**src/motor_ctrl_cfg.svh**
```systemverilog
// Motor count, data width, transfer buffer and watchdog size macros
`ifndef MOTOR_CTRL_CFG_SVH
`define MOTOR_CTRL_CFG_SVH

// Number of three-phase motors
`define MC_NUM_MOTORS 4

// Duty cycle and PWM counter width
`define MC_DUTY_WIDTH 10

// Quadrature encoder count width
`define MC_ENC_WIDTH 16

// SPI word width
`define MC_BYTE_WIDTH 8

// Request and response buffer length in bytes
`define MC_BUF_LEN 12

// Watchdog steps once every 2**5 sysclk
`define MC_WDT_PRESCALE_WIDTH 5

// Watchdog step counter width
`define MC_WDT_WIDTH 16

`endif

```
**src/motor_ctrl_pkg.sv**
```systemverilog
// Vector typedefs and the host command opcodes
`include "motor_ctrl_cfg.svh"

package motor_ctrl_pkg;

    // One motor duty cycle
    typedef logic [`MC_DUTY_WIDTH-1:0] duty_t;

    // One encoder position count
    typedef logic [`MC_ENC_WIDTH-1:0] enc_count_t;

    // One SPI byte
    typedef logic [`MC_BYTE_WIDTH-1:0] spi_byte_t;

    // Watchdog step count
    typedef logic [`MC_WDT_WIDTH-1:0] wdt_count_t;

    // Hall code ordered {a,b,c}
    typedef logic [2:0] hall_t;

    // Index into the transfer buffers
    typedef logic [$clog2(`MC_BUF_LEN)-1:0] buf_index_t;

    // Opcode in bits 6:0 of the command byte
    typedef enum logic [`MC_BYTE_WIDTH-2:0] {
        CMD_UPDATE_MOTORS = 7'h00,
        CMD_ENCODER_COUNT = 7'h11,
        CMD_DUTY_CYCLE    = 7'h13,
        CMD_MOTOR_EN      = 7'h30
    } cmd_e;

endpackage

```
**src/spi_byte_slave.sv**
```systemverilog
// SPI mode-0 byte slave with oversampled SCK and NCS edge detection
`include "motor_ctrl_cfg.svh"

module spi_byte_slave (
    input  logic                      sysclk,
    input  logic                      watchdog_timer_reset_flag,
    input  logic                      sck_i,
    input  logic                      mosi_i,
    input  logic                      ncs_i,
    input  motor_ctrl_pkg::spi_byte_t tx_byte_i,
    output logic                      miso_o,
    output motor_ctrl_pkg::spi_byte_t rx_byte_o,
    output logic                      byte_done_o,
    output logic                      start_o,
    output logic                      end_o
);

    logic                      sck_d;
    logic                      ncs_d;
    logic                      load_q;
    logic                      reload_q;
    logic [2:0]                bit_cnt;
    logic                      sck_rise;
    logic                      sck_fall;
    motor_ctrl_pkg::spi_byte_t rx_shift;
    motor_ctrl_pkg::spi_byte_t tx_shift;

    assign sck_rise = sck_i & ~sck_d & ~ncs_i;
    assign sck_fall = ~sck_i & sck_d & ~ncs_i;
    assign start_o  = ncs_d & ~ncs_i;
    assign end_o    = ~ncs_d & ncs_i;
    assign miso_o   = tx_shift[`MC_BYTE_WIDTH-1];

    always_ff @(posedge sysclk) begin
        if (watchdog_timer_reset_flag) begin
            sck_d       <= 1'b0;
            ncs_d       <= 1'b1;
            load_q      <= 1'b0;
            reload_q    <= 1'b0;
            bit_cnt     <= '0;
            byte_done_o <= 1'b0;
            tx_shift    <= '1;
        end else begin
            sck_d       <= sck_i;
            ncs_d       <= ncs_i;
            // The decoder points at the status byte one cycle after start
            load_q      <= start_o;
            byte_done_o <= sck_rise && (bit_cnt == 3'd7);
            if (start_o) begin
                bit_cnt  <= '0;
                reload_q <= 1'b0;
            end else if (sck_rise) begin
                bit_cnt <= bit_cnt + 3'd1;
                if (bit_cnt == 3'd7) begin
                    reload_q <= 1'b1;
                end
            end
            // Next byte goes out on the falling edge that follows a full byte
            if (load_q) begin
                tx_shift <= tx_byte_i;
            end else if (sck_fall) begin
                reload_q <= 1'b0;
                tx_shift <= reload_q ? tx_byte_i : {tx_shift[`MC_BYTE_WIDTH-2:0], 1'b0};
            end
        end
    end

    // MSB first receive path
    always_ff @(posedge sysclk) begin
        if (sck_rise) begin
            rx_shift <= {rx_shift[`MC_BYTE_WIDTH-2:0], mosi_i};
            if (bit_cnt == 3'd7) begin
                rx_byte_o <= {rx_shift[`MC_BYTE_WIDTH-2:0], mosi_i};
            end
        end
    end

endmodule

```
**config.mk**
```make
export PLATFORM = sky130hd
export DESIGN_NAME = spi_byte_slave
export DESIGN_NICKNAME = d
export VERILOG_FILES = /design/src/motor_ctrl_pkg.sv /design/src/spi_byte_slave.sv
export VERILOG_INCLUDE_DIRS = /design/src
export SDC_FILE = /design/constraint.sdc
export NUM_CORES = 1
export LEC_CHECK = 0
export BUFFER_PORTS_ARGS = -buffer_cell sky130_fd_sc_hd__buf_2
export CAP_MARGIN = 10
export CORE_MARGIN = 2
export CORE_UTILIZATION = 30
export DETAILED_ROUTE_END_ITERATION = 7
export PLACE_DENSITY = 0.48
export SLEW_MARGIN = 20
export SYNTH_ARGS = -nofsm -noshare
export SYNTH_HDL_FRONTEND = slang
export SYNTH_SLANG_ARGS = --single-unit
```
**constraint.sdc**
```tcl
create_clock -name sysclk -period 2.9 [get_ports sysclk]
set_clock_uncertainty 0.15 [all_clocks]
set_input_delay 0.725 -clock sysclk [delete_from_list [all_inputs] [get_ports sysclk]]
set_output_delay 0.725 -clock sysclk [all_outputs]
set_load 0.01 [all_outputs]
```
# After elaboration in Yosys (flattened, before gate mapping)
# Cells that the tools add are included.
word_totals:
  ff_bits: 31
  inputBits: 13
classes:
  addsub: 1
  n_eq_ne: 1
  n_mux: 8
  bitwise: 10
  n_reduce_logical: 4
op_table:
  columns: ["op", "n"]
  rows:
  - ["8-bit 2-to-1 mux", 3]
  - ["1-bit AND", 6]
  - ["1-bit 2-to-1 mux", 5]
  - ["1-bit inverter", 4]
  - ["3-bit by 1-bit adder with 3-bit output, second input constant", 1]
  - ["3-bit equality test, second input constant", 1]
  - ["2-bit AND reduction", 1]
  - ["2-bit nonzero test", 1]
  - ["2-bit OR reduction", 1]
  - ["1-bit logical AND", 1]

# Longest topological paths before layout
# Gate-level depths: netlist of run 1.
depth:
  depth_word: 7
  depth_mapped: 5
  depth_no_buf: 4

# Worst setup path before layout of run 1
# No wires, ideal clock.
synth_timing:
  path_type: "input-to-reg"
  start: "input port ncs_i"
  end: "register rx_byte_o[0] (enable)"
  setup_time_ps: 336
  arrival_time_ps: 1814
  setup_slack_ps: 599
  stages: 3
  cell_sequence: "buf_6 nor3b_2 and2_1"
synth_between:
  elab_chain_cells: 3
synth_rtl:
  columns: ["element", "line_no", "text"]
  rows:
  - ["start: declaration", "spi_byte_slave.sv:9", "input logic ncs_i,"]
  - ["1-bit inverter", "spi_byte_slave.sv:28", "assign sck_rise = sck_i & ~sck_d & ~ncs_i;"]
  - ["1-bit AND", "spi_byte_slave.sv:28", null]
  - ["via sck_rise", "spi_byte_slave.sv:23", "logic sck_rise;"]
  - ["2-bit AND reduction (no source line)", null, null]
  - ["end signal: assignment", "spi_byte_slave.sv:73", "rx_byte_o <= {rx_shift[`MC_BYTE_WIDTH-2:0], mosi_i};"]
  - ["end: declaration", "spi_byte_slave.sv:12", "output motor_ctrl_pkg::spi_byte_t rx_byte_o,"]
# The timed path passes the listed nets, and every way through them passes these cells.
# A chain may end at the register's enable or synchronous reset.

# Worst setup path in the final report of run 1
layout_timing:
  start: "input port ncs_i"
  end: "output port end_o"
layout_between:
  elab_chain_cells: 1
layout_rtl:
  columns: ["element", "line_no", "text"]
  rows:
  - ["1-bit AND", "spi_byte_slave.sv:31", "assign end_o = ~ncs_d & ncs_i;"]
  - ["end: declaration", "spi_byte_slave.sv:15", "output logic end_o"]
# No other way between the ends.

==> flow_metrics.env, run 1 <==
export IMPL_tightestPinTransition_ns=0.566
export IMPL_report_final_slew_viol_count=0
export IMPL_cts_max_path_buffers=2
export IMPL_portBuffers=24
export IMPL_synth_yosys_warnings=0
export IMPL_htreeDepth=2
export IMPL_path_buf_inv=2
export IMPL_achievable_frequency_mhz=486
export IMPL_layout_filler_cells=369
export IMPL_final_cells=170
export IMPL_synth_edff_count=15
export IMPL_gate_count_of_the_mapped_netlist=93
export IMPL_routabilityCongestion=0.702
export IMPL_core_area_sq_um=3720
export IMPL_dieArea_sq_um=4460
export IMPL_post_route_period_util_pct=70.9
export IMPL_grt_setup_unrepaired="no"
export IMPL_wl_met2_microns=942
export IMPL_worst_setup_path_start_kind="input port"
export IMPL_grt_max_degree=18
export IMPL_clkSinkCount=31
export IMPL_layout_cells_most_common="buf_2"
export IMPL_worstSkewPairLatency_ns=0.28
export IMPL_initial_utilization_pct=31.8
export IMPL_detailed_router_iteration_count_before_antenna_repair=4
export IMPL_min_period_ns=2.06
export IMPL_tritoncts_num_buffers=5
export IMPL_routed_top_layer="met4"
export IMPL_standard_cell_with_the_maximum_stage_delay_on_the_critical_path="nor2b_1"
export IMPL_routedWlPerCell_microns=12.3
export IMPL_antenna_found_initial=0
export IMPL_dp_hpwl_mm=1.44
export IMPL_crit_path_end_kind="output pin"
export IMPL_drive_gt1_share_pct=31.1
export IMPL_synth_net_count=108
export IMPL_syn_area_per_cell_sq_um=12.7
export IMPL_placed_cells_incl_taps=162
export IMPL_worst_hold_class="flip-flop to flip-flop"
export IMPL_yosysUniqueCellTypes=26
export IMPL_powerDensity_nw_per_um2=594
export IMPL_nets=136
export IMPL_syn_to_final_growth_pct=21.2
export IMPL_clkSlewWorstSetupHoldPaths_ns=0.07
export IMPL_detailroute_via_count=837
export IMPL_gr_total_overflow=0
export IMPL_slew_headroom_pct=62.2
export IMPL_postRouteAntennaNets=0
export IMPL_crit_arrival_ns=1.18
export IMPL_drtIter0Drc=29
export IMPL_grt_pass1_wl_mm=3.49
export IMPL_vias_per_cell=4.92
export IMPL_resized_gates_after_cts=0
export IMPL_p_leak_nw=0.548
export IMPL_postCtsSetupRepairBufs=0
export IMPL_groute_usage_overall_pct=11.0
export IMPL_cts_hold_buffers=0
export IMPL_final_hold_viol_count=0
export IMPL_cp_common_cell="buf_2"
export IMPL_met3WireLength_microns=138
export IMPL_antenna_cells_inserted=0
export IMPL_timing_setup_tns_ns=0
export IMPL_first_global_vias=731
export IMPL_run_status="complete, no violations"
export IMPL_dieWidth_microns=66.8
export IMPL_yosys_register_bits=31
export IMPL_worst_endpoint_required_ns=2.03
export IMPL_ys_seq_area_share_pct=65.2
export IMPL_drt_drc_violations_left=0
export IMPL_critical_path_top_delay_family="buffers and inverters"
export IMPL_die_height_microns=66.8
export IMPL_synth_cell_area_sq_um=1180
export IMPL_timing_max_cap_violations=0
export IMPL_timing_setup_critical_path_class="input port to output pin"
export IMPL_setup_violations_final=0
export IMPL_path_max_fanout=8
export IMPL_crit_path_cell_trace="buf_2 > nor2b_1 > buf_2"
export IMPL_worst_ir_drop_vdd_mv=0.226
export IMPL_crit_path_max_incr_delay_ns=0.16
export IMPL_dominantRegCellSynth="dfxtp_1"
export IMPL_async_reset_ff_share_pct=0
export IMPL_layout_cells_most_common_list="24 x buf_2, 16 x dfxtp_1, 15 x edfxtp_1"
export IMPL_clock_root_buffer="clkbuf_8"
export IMPL_routed_wirelength_mm=2.09
export IMPL_cts_tree="yes"
export IMPL_io_pins=25
export IMPL_row_count=22
export IMPL_route_layer_met1_wl_microns=946
[metal layers]
layer | GRT usage (%) | vias up
met5 | 0 | -
li1 | - | 402
met3 | 3.55 | 8
met1 | 14.3 | 399
met2 | 14.9 | 28
met4 | 8.42 | 0
[cells in the mapped netlist, types with 2 or more instances]
cell type  number  share of area [%]
dfxtp_1        16                 27
edfxtp_1       15                 38
a221oi_1        7                5.2
nor2_1          7                2.2
nor3_1          7                3.0
o21a_1          7                4.4
o21ai_1         7                3.0
clkbuf_1        3               0.95
inv_1           3               0.95
buf_6           2                1.9
ha_1            2                2.1
mux2i_1         2                1.7
o21ai_0         2               0.85
[cell families (layout without fill, tap and decap cells)]
logic type	after synthesis	count (layout)	synth area share, %
AOI/OAI and AO/OA	27	27	16.2
adders and majority gates	2	2	2.12
xor gates and xnor gates	1	1	0.741
muxes	2	2	1.69
DFF	31	31	65.2
buffers and inverters	9	38	4.13
and+or+nand+nor	21	21	9.95
[flip-flops by register name, indices dropped and copies added, names as in the netlist]
name         cells
tx_shift         8
reload_q         1
bit_cnt          3
rx_shift         7
sck_d            1
load_q           1
ncs_d            1
byte_done_o      1
rx_byte_o        8
[through the flow]
step / instance area, sq um / utilization [%] / hold WS (ns) / worst slack [ns] / total power [W]
final: 1430 / 38.6 / 0.278 / 0.843 / 0.000851
after global placement: 1340 / 36.2 / 0.253 / 0.872 / 0.000533
after global routing: 1430 / 38.6 / 0.295 / 0.774 / 0.000887
after floorplan: 1180 / - / 0.250 / 0.599 / 0.000516
after detailed placement: 1340 / 36.2 / 0.266 / 0.836 / 0.000534
after CTS: 1430 / 38.6 / 0.282 / 0.827 / 0.000864
[path summary, 6_finish.rpt]
check	cells after the start	slack, ns	to	startpoint
worst max-delay path	3	0.84	end_o	ncs_i
worst min register to register	0	0.28	rx_byte_o[7]	rx_shift[6]
worst min-delay path	0	0.28	rx_byte_o[7]	rx_shift[6]
worst max register to register	3	1.07	tx_shift[7]	load_q
[layout make-up]
cell class | instances | area (sq um) | area share (%)
Multi-Input combinational cell | 53 | 363 | 25.3
Tap cell | 48 | 60.1 | 4.19
Sequential cell | 31 | 771 | 53.8
Inverter | 4 | 15.0 | 1.05
Timing Repair Buffer | 26 | 135 | 9.43
Clock buffer | 5 | 68.8 | 4.80
Clock inverter | 3 | 20.0 | 1.40
[where the power goes]
group / internal (W) / total (W) / switching (W)
logic: 0.0000219 / 0.0000459 / 0.0000240
registers: 0.000469 / 0.000478 / 0.00000885
clock network: 0.000166 / 0.000327 / 0.000161
[worst reg2reg max path: cells and delay by family, from the launching register on]
kind	cells	cell delay, ns
buf+inv	1	0.42
compound gates	2	0.45
flops	1	0.68
(Power assumes the default switching activity.)
==> run 2, diff against run 1 <==
--- a/config.mk
+++ b/config.mk
@@ -6,6 +6,7 @@
 export SDC_FILE = /design/constraint.sdc
 export NUM_CORES = 1
 export LEC_CHECK = 0
+export ABC_AREA = 1
 export BUFFER_PORTS_ARGS = -buffer_cell sky130_fd_sc_hd__buf_2
 export CAP_MARGIN = 10
 export CORE_MARGIN = 2
==> constraint.sdc (replaced) <==
create_clock -name sysclk -period 1.97 [get_ports sysclk]
set_clock_uncertainty 0.15 [all_clocks]
set_input_delay 0.4925 -clock sysclk [delete_from_list [all_inputs] [get_ports sysclk]]
set_output_delay 0.4925 -clock sysclk [all_outputs]
set_load 0.01 [all_outputs]
==> flow_metrics.env, run 2 <==
export IMPL_dieWidth_microns=67.4
export IMPL_yosysMostFrequentCell="nand2_1"
export IMPL_top_regs="rx_byte_o (8), tx_shift (8), rx_shift (7)"
export IMPL_cts_max_path_buffers=2
export IMPL_path_buf_inv=4
export IMPL_worst_setup_path_start_kind="input port"
export IMPL_synth_largest_type_area_fraction_pct=37.3
export IMPL_detailroute_via_count=897
export IMPL_antenna_cells_inserted=0
export IMPL_worstSkewPairLatency_ns=0.28
export IMPL_totalPowerFinal_w=0.00143
export IMPL_drive_gt1_share_pct=27.2
export IMPL_yosysUniqueCellTypes=19
export IMPL_synth_adder_area_share_pct=2.07
export IMPL_crit_path_end_kind="output pin"
export IMPL_routabilityCongestion=0.731
export IMPL_cp_common_cell="buf_2"
export IMPL_async_reset_ff_share_pct=0
export IMPL_crit_arrival_ns=0.97
export IMPL_postCtsSetupRepairBufs=0
export IMPL_register_area_sq_um=771
export IMPL_synth_edff_count=15
export IMPL_path_max_fanout=7
export IMPL_die_height_microns=67.4
export IMPL_antenna_found_initial=0
export IMPL_p_leak_nw=0.692
export IMPL_grt_pass1_wl_mm=3.80
export IMPL_synth_yosys_warnings=0
export IMPL_run_status="complete, no violations"
export IMPL_synth_area_leaders="edfxtp_1 37%, dfxtp_1 27%, nand2_1 9.0%"
export IMPL_dieArea_sq_um=4550
export IMPL_timing_setup_critical_path_class="input port to output pin"
export IMPL_clock_root_buffer="clkbuf_8"
export IMPL_synth_cells_most_frequent="29 x nand2_1, 17 x nand3_1, 16 x dfxtp_1"
export IMPL_layout_cells_most_common="nand2_1"
export IMPL_synth_compound_area_share_pct=5.08
export IMPL_layout_filler_cells=406
export IMPL_grt_setup_unrepaired="no"
export IMPL_nets=165
export IMPL_worst_ir_drop_vdd_mv=0.641
export IMPL_post_route_period_util_pct=82.0
export IMPL_routed_wirelength_mm=2.20
export IMPL_post_route_worst_setup_slack_ns=0.356
export IMPL_drtIter0Drc=43
export IMPL_worst_hold_class="input port to flip-flop"
export IMPL_first_global_vias=845
export IMPL_standard_cell_with_the_maximum_stage_delay_on_the_critical_path="buf_2"
export IMPL_gr_total_overflow=0
export IMPL_syn_to_final_growth_pct=23.5
export IMPL_syn_area_per_cell_sq_um=10.1
export IMPL_min_period_ns=1.61
export IMPL_critical_path_top_delay_family="buffers and inverters"
export IMPL_drt_drc_violations_left=0
export IMPL_crit_path_cell_trace="buf_2 > inv_2 > nand2_1 > inv_1 > buf_2"
export IMPL_timing_critical_path_depth=5
export IMPL_synth_simple_gate_area_share_pct=23.7
export IMPL_final_core_utilization_pct=37.8
export IMPL_tightestPinTransition_ns=0.361
export IMPL_synth_top_cell_by_area="edfxtp_1"
export IMPL_powerDensity_nw_per_um2=959
export IMPL_slew_headroom_pct=75.9
export IMPL_clkSlewWorstSetupHoldPaths_ns=0.07
export IMPL_gate_count_of_the_mapped_netlist=120
export IMPL_layout_cells_most_common_list="29 x nand2_1, 24 x buf_2, 17 x nand3_1"
export IMPL_detailed_router_iteration_count_before_antenna_repair=4
export IMPL_portBuffers=24
export IMPL_pre_cts_slack_ns=0.300
export IMPL_synth_net_count=135
export IMPL_groute_usage_overall_pct=11.6
export IMPL_initial_utilization_pct=30.6
export IMPL_setup_violations_final=0
export IMPL_cts_hold_buffers=0
export IMPL_timing_max_cap_violations=0
export IMPL_timing_setup_tns_ns=0
export IMPL_clkSinkCount=31
export IMPL_worst_endpoint_required_ns=1.33
export IMPL_io_pins=25
export IMPL_grt_max_degree=12
export IMPL_dominantRegCellSynth="dfxtp_1"
export IMPL_multi_input_gate_area_in_the_final_layout_sq_um=373
export IMPL_htreeDepth=2
export IMPL_routedWlPerCell_microns=10.9
export IMPL_crit_path_max_incr_delay_ns=0.12
export IMPL_synth_area_mux_share_pct=0
export IMPL_timing_hold_ws_ns=0.249
export IMPL_dp_hpwl_mm=1.54
export IMPL_combinational_family_with_the_most_area_after_synthesis="simple AND/OR/NAND/NOR gates"
export IMPL_yosys_register_bits=31
export IMPL_resized_gates_after_cts=0
export IMPL_final_hold_viol_count=0
export IMPL_report_final_slew_viol_count=0
export IMPL_tritoncts_num_buffers=5
export IMPL_ys_seq_area_share_pct=63.8
export IMPL_hold_path_cell_count=1
export IMPL_rr_worst_depth=4
export IMPL_vias_per_cell=4.46
export IMPL_row_count=23
export IMPL_postRouteAntennaNets=0
export IMPL_synth_cell_area_sq_um=1210
export IMPL_core_area_sq_um=3940
export IMPL_cts_tree="yes"
export IMPL_achievable_frequency_mhz=619
export IMPL_synthXorXnorAreaFrac_pct=0
## run 2: cell types whose count changed in the layout (fill, tap and decap cells not counted), moves of 3 or more
cell / delta
o21ai_0: +5
nand2_1: +29
nand3_1: +17
inv_2: +3
inv_1: +8
nor3_1: -7
o21ai_1: -6
o21a_1: -7
a221oi_1: -7
## run 2: cells by family (layout without fill, tap and decap cells)
group,Yosys count,count (layout)
simple gates,61,61
compound gates,11,11
fa+ha+maj,2,2
buf+inv,15,46
flops,31,31
## run 2: routing by layer
layer	part of all wire, %	vias up	wire length, microns	GRT usage [%]
met1	48	406	1060	14.4
met3	5.5	6	120	5.00
met2	44	27	974	17.1
li1	-	458	-	-
met5	0	-	0	0
met4	2.1	0	46	6.12
## run 2: worst reg2reg max path: stages (launching register included)
cell and delay (ns):
dfxtp_1 0.36, ha_1 0.16, ha_1 0.14, nand4_1 0.14, inv_1 0.28
## run 2: worst paths after layout
kind	from	endpoint	slack, ns
setup / recovery	ncs_i	start_o	0.36
hold / removal	mosi_i	rx_shift[0]	0.25
setup reg to reg	bit_cnt[0]	rx_byte_o[0]	0.41
hold reg to reg	rx_shift[6]	rx_byte_o[7]	0.27
## run 2: metrics by stage
step	std cells	instance area, sq um
3_5_place_dp	193	1380
2_1_floorplan	120	1210
5_1_grt	201	1490
6_report	201	1490
3_3_place_gp	193	1380
4_1_cts	201	1490
## run 2: power breakdown
part,switching (W),internal (W)
Sequential,0.0000159,0.000698
Clock,0.000241,0.000376
Combinational,0.0000577,0.0000420
## run 2: cell type report
type	instances	area share, %
Clock inverter	3	2.94
Sequential cell	31	51.7
Clock buffer	5	4.61
Tap cell	50	4.19
Inverter	14	3.52
Timing Repair Buffer	24	8.05
Multi-Input combinational cell	74	25.0
==> run 3, diff against run 2 <==
--- a/config.mk
+++ b/config.mk
@@ -6,13 +6,13 @@
 export SDC_FILE = /design/constraint.sdc
 export NUM_CORES = 1
 export LEC_CHECK = 0
-export ABC_AREA = 1
+export ABC_AREA = 0
 export BUFFER_PORTS_ARGS = -buffer_cell sky130_fd_sc_hd__buf_2
 export CAP_MARGIN = 10
 export CORE_MARGIN = 2
 export CORE_UTILIZATION = 30
 export DETAILED_ROUTE_END_ITERATION = 7
-export PLACE_DENSITY = 0.48
+export PLACE_DENSITY = 0.5
 export SLEW_MARGIN = 20
 export SYNTH_ARGS = -nofsm -noshare
 export SYNTH_HDL_FRONTEND = slang
==> constraint.sdc (replaced) <==
create_clock -name sysclk -period 1.4 [get_ports sysclk]
set_clock_uncertainty 0.15 [all_clocks]
set_input_delay 0.35 -clock sysclk [delete_from_list [all_inputs] [get_ports sysclk]]
set_output_delay 0.35 -clock sysclk [all_outputs]
set_load 0.01 [all_outputs]
==> flow_metrics.env, run 3 (synthesis results as in run 1) <==
export IMPL_clkSinkCount=31
export IMPL_worstReg2RegEnd="bit_cnt[1]"
export IMPL_routabilityCongestion=0.683
export IMPL_rr_worst_depth=5
export IMPL_final_cells=184
export IMPL_min_period_ns=1.42
export IMPL_layout_filler_cells=368
export IMPL_first_global_vias=836
export IMPL_routedWlPerCell_microns=12.6
export IMPL_grt_setup_unrepaired="yes"
export IMPL_cp_common_cell="buf_6"
export IMPL_drtIter0Drc=38
export IMPL_top_regs="rx_byte_o (8), tx_shift (8), rx_shift (7)"
export IMPL_final_core_utilization_pct=43.3
export IMPL_worst_ir_drop_vdd_mv=0.655
export IMPL_detailroute_via_count=866
export IMPL_slew_headroom_pct=81.5
export IMPL_powerDensity_nw_per_um2=1110
export IMPL_layout_cells_most_common="buf_2"
export IMPL_vias_per_cell=4.71
export IMPL_gr_total_overflow=0
export IMPL_dieArea_sq_um=4460
export IMPL_report_final_slew_viol_count=0
export IMPL_standard_cell_with_the_maximum_stage_delay_on_the_critical_path="dfxtp_2"
export IMPL_worst_hold_class="input port to flip-flop"
export IMPL_postRouteAntennaNets=0
export IMPL_worst_endpoint_required_ns=1.42
export IMPL_groute_usage_overall_pct=11.9
export IMPL_timing_max_cap_violations=0
export IMPL_die_height_microns=66.8
export IMPL_core_area_sq_um=3720
export IMPL_cts_max_path_buffers=2
export IMPL_dieWidth_microns=66.8
export IMPL_htreeDepth=2
export IMPL_crit_path_end_kind="flip-flop"
export IMPL_setup_violations_final=6
export IMPL_pre_cts_slack_ns=-0.190
export IMPL_crit_path_cell_trace="buf_6 > nor3b_4 > buf_6 > mux2i_1 > nor2_1"
export IMPL_clock_root_buffer="clkbuf_8"
export IMPL_grt_pass1_wl_mm=3.74
export IMPL_worst_setup_path_start_kind="flip-flop"
export IMPL_cts_tree="yes"
export IMPL_timing_setup_critical_path_class="flip-flop to flip-flop"
export IMPL_dp_hpwl_mm=1.62
export IMPL_final_hold_viol_count=0
export IMPL_path_max_fanout=6
export IMPL_hold_end="rx_byte_o[0]"
export IMPL_placed_cells_incl_taps=173
export IMPL_crit_arrival_ns=1.43
export IMPL_clkSlewWorstSetupHoldPaths_ns=0.06
export IMPL_row_count=22
export IMPL_antenna_cells_inserted=0
export IMPL_tritoncts_num_buffers=5
export IMPL_drt_drc_violations_left=0
export IMPL_p_leak_nw=0.618
export IMPL_io_pins=25
export IMPL_post_route_period_util_pct=101
export IMPL_syn_to_final_growth_pct=36.2
export IMPL_antenna_found_initial=0
export IMPL_run_status="finished, violations left"
export IMPL_initial_utilization_pct=31.8
export IMPL_hold_path_startpoint="mosi_i"
export IMPL_routed_wirelength_mm=2.33
export IMPL_grt_max_degree=14
export IMPL_detailed_router_iteration_count_before_antenna_repair=3
export IMPL_portBuffers=24
export IMPL_post_route_worst_setup_slack_ns=-0.0171
export IMPL_worstSkewPairLatency_ns=0.27
export IMPL_reg2reg_slack_ns=-0.02
export IMPL_nets=150
export IMPL_achievable_frequency_mhz=706
export IMPL_critical_path_top_delay_family="simple AND/OR/NAND/NOR gates"
export IMPL_tightestPinTransition_ns=0.276
export IMPL_layout_cells_most_common_list="23 x buf_2, 15 x edfxtp_1, 13 x dfxtp_1"
export IMPL_hold_path_cell_count=1
export IMPL_crit_reg2reg_launch="sck_d"
export IMPL_crit_path_max_incr_delay_ns=0.32
export IMPL_path_buf_inv=2
export IMPL_drive_gt1_share_pct=48.5
export IMPL_violations_in_the_final_reports="setup timing"
==> run 3: cell types whose count changed in the layout (fill, tap and decap cells not counted), moves of 6 or more <==
cell,before,now
buf_4,0,12
inv_1,11,2
nor3_1,0,7
o21ai_1,1,8
o21a_1,0,7
nand3_1,17,0
o21ai_0,7,1
nand2_1,29,0
a221oi_2,0,7
==> run 3: worst max-delay path by stage <==
| stage | slack [ns] | startpoint | endpoint | cells after the start |
|---|---|---|---|---|
| floorplan | -0.22 | ncs_i | rx_byte_o[0] | 3 |
| finish | -0.02 | sck_d | bit_cnt[1] | 5 |
| detailed placement | -0.19 | sck_i | tx_shift[4] | 4 |
| global route | -0.09 | sck_d | bit_cnt[1] | 5 |
| global placement | -0.18 | sck_i | tx_shift[5] | 4 |
| CTS | -0.04 | sck_d | bit_cnt[1] | 5 |
==> run 3: metal layers <==
metal | up-vias | global-route usage, % | share of wire [%]
met3 | 4 | 4.39 | 5.5
met4 | 0 | 7.65 | 1.8
met5 | - | 0 | 0
li1 | 437 | - | -
met1 | 406 | 14.3 | 44
met2 | 19 | 18.0 | 48
==> run 3: final cells by class <==
type | count | area [sq um] | share of cell area [%]
Timing Repair Buffer | 39 | 246 | 15.3
Multi-Input combinational cell | 54 | 432 | 26.8
Sequential cell | 31 | 774 | 48.1
Inverter | 4 | 16.3 | 1.01
Clock inverter | 1 | 5.00 | 0.311
Clock buffer | 7 | 76.3 | 4.74
Tap cell | 48 | 60.1 | 3.73
==> run 3: power by group <==
part | internal (W) | total [W] | leakage, nW | switching, W
clock | 0.000348 | 0.000649 | 0.0422 | 0.000301
sequential | 0.000974 | 0.000988 | 0.268 | 0.0000146
combinational | 0.0000760 | 0.000146 | 0.308 | 0.0000705
==> run 3: metrics by stage <==
| step | cell area, sq um | hold WS (ns) | power [W] | setup TNS [ns] |
|---|---|---|---|---|
| after floorplan | 1240 | 0.250 | 0.00108 | -3.10 |
| after global placement | 1480 | 0.266 | 0.00114 | -2.21 |
| after detailed placement | 1480 | 0.262 | 0.00114 | -2.43 |
| after CTS | 1590 | 0.106 | 0.00181 | -0.0954 |
| after global routing | 1610 | 0.103 | 0.00186 | -0.886 |
| final | 1610 | 0.115 | 0.00178 | -0.0754 |
==> run 3: timing repair <==
item / 4_1_cts / 5_1_grt
buffers inserted: 1 / 2
gates resized for setup: 6 / 7
pin swaps: 3 / 1
endpoints found under the setup margin: 17 / 22
cloned: 1 / 0
hold buffers: 0 / 0
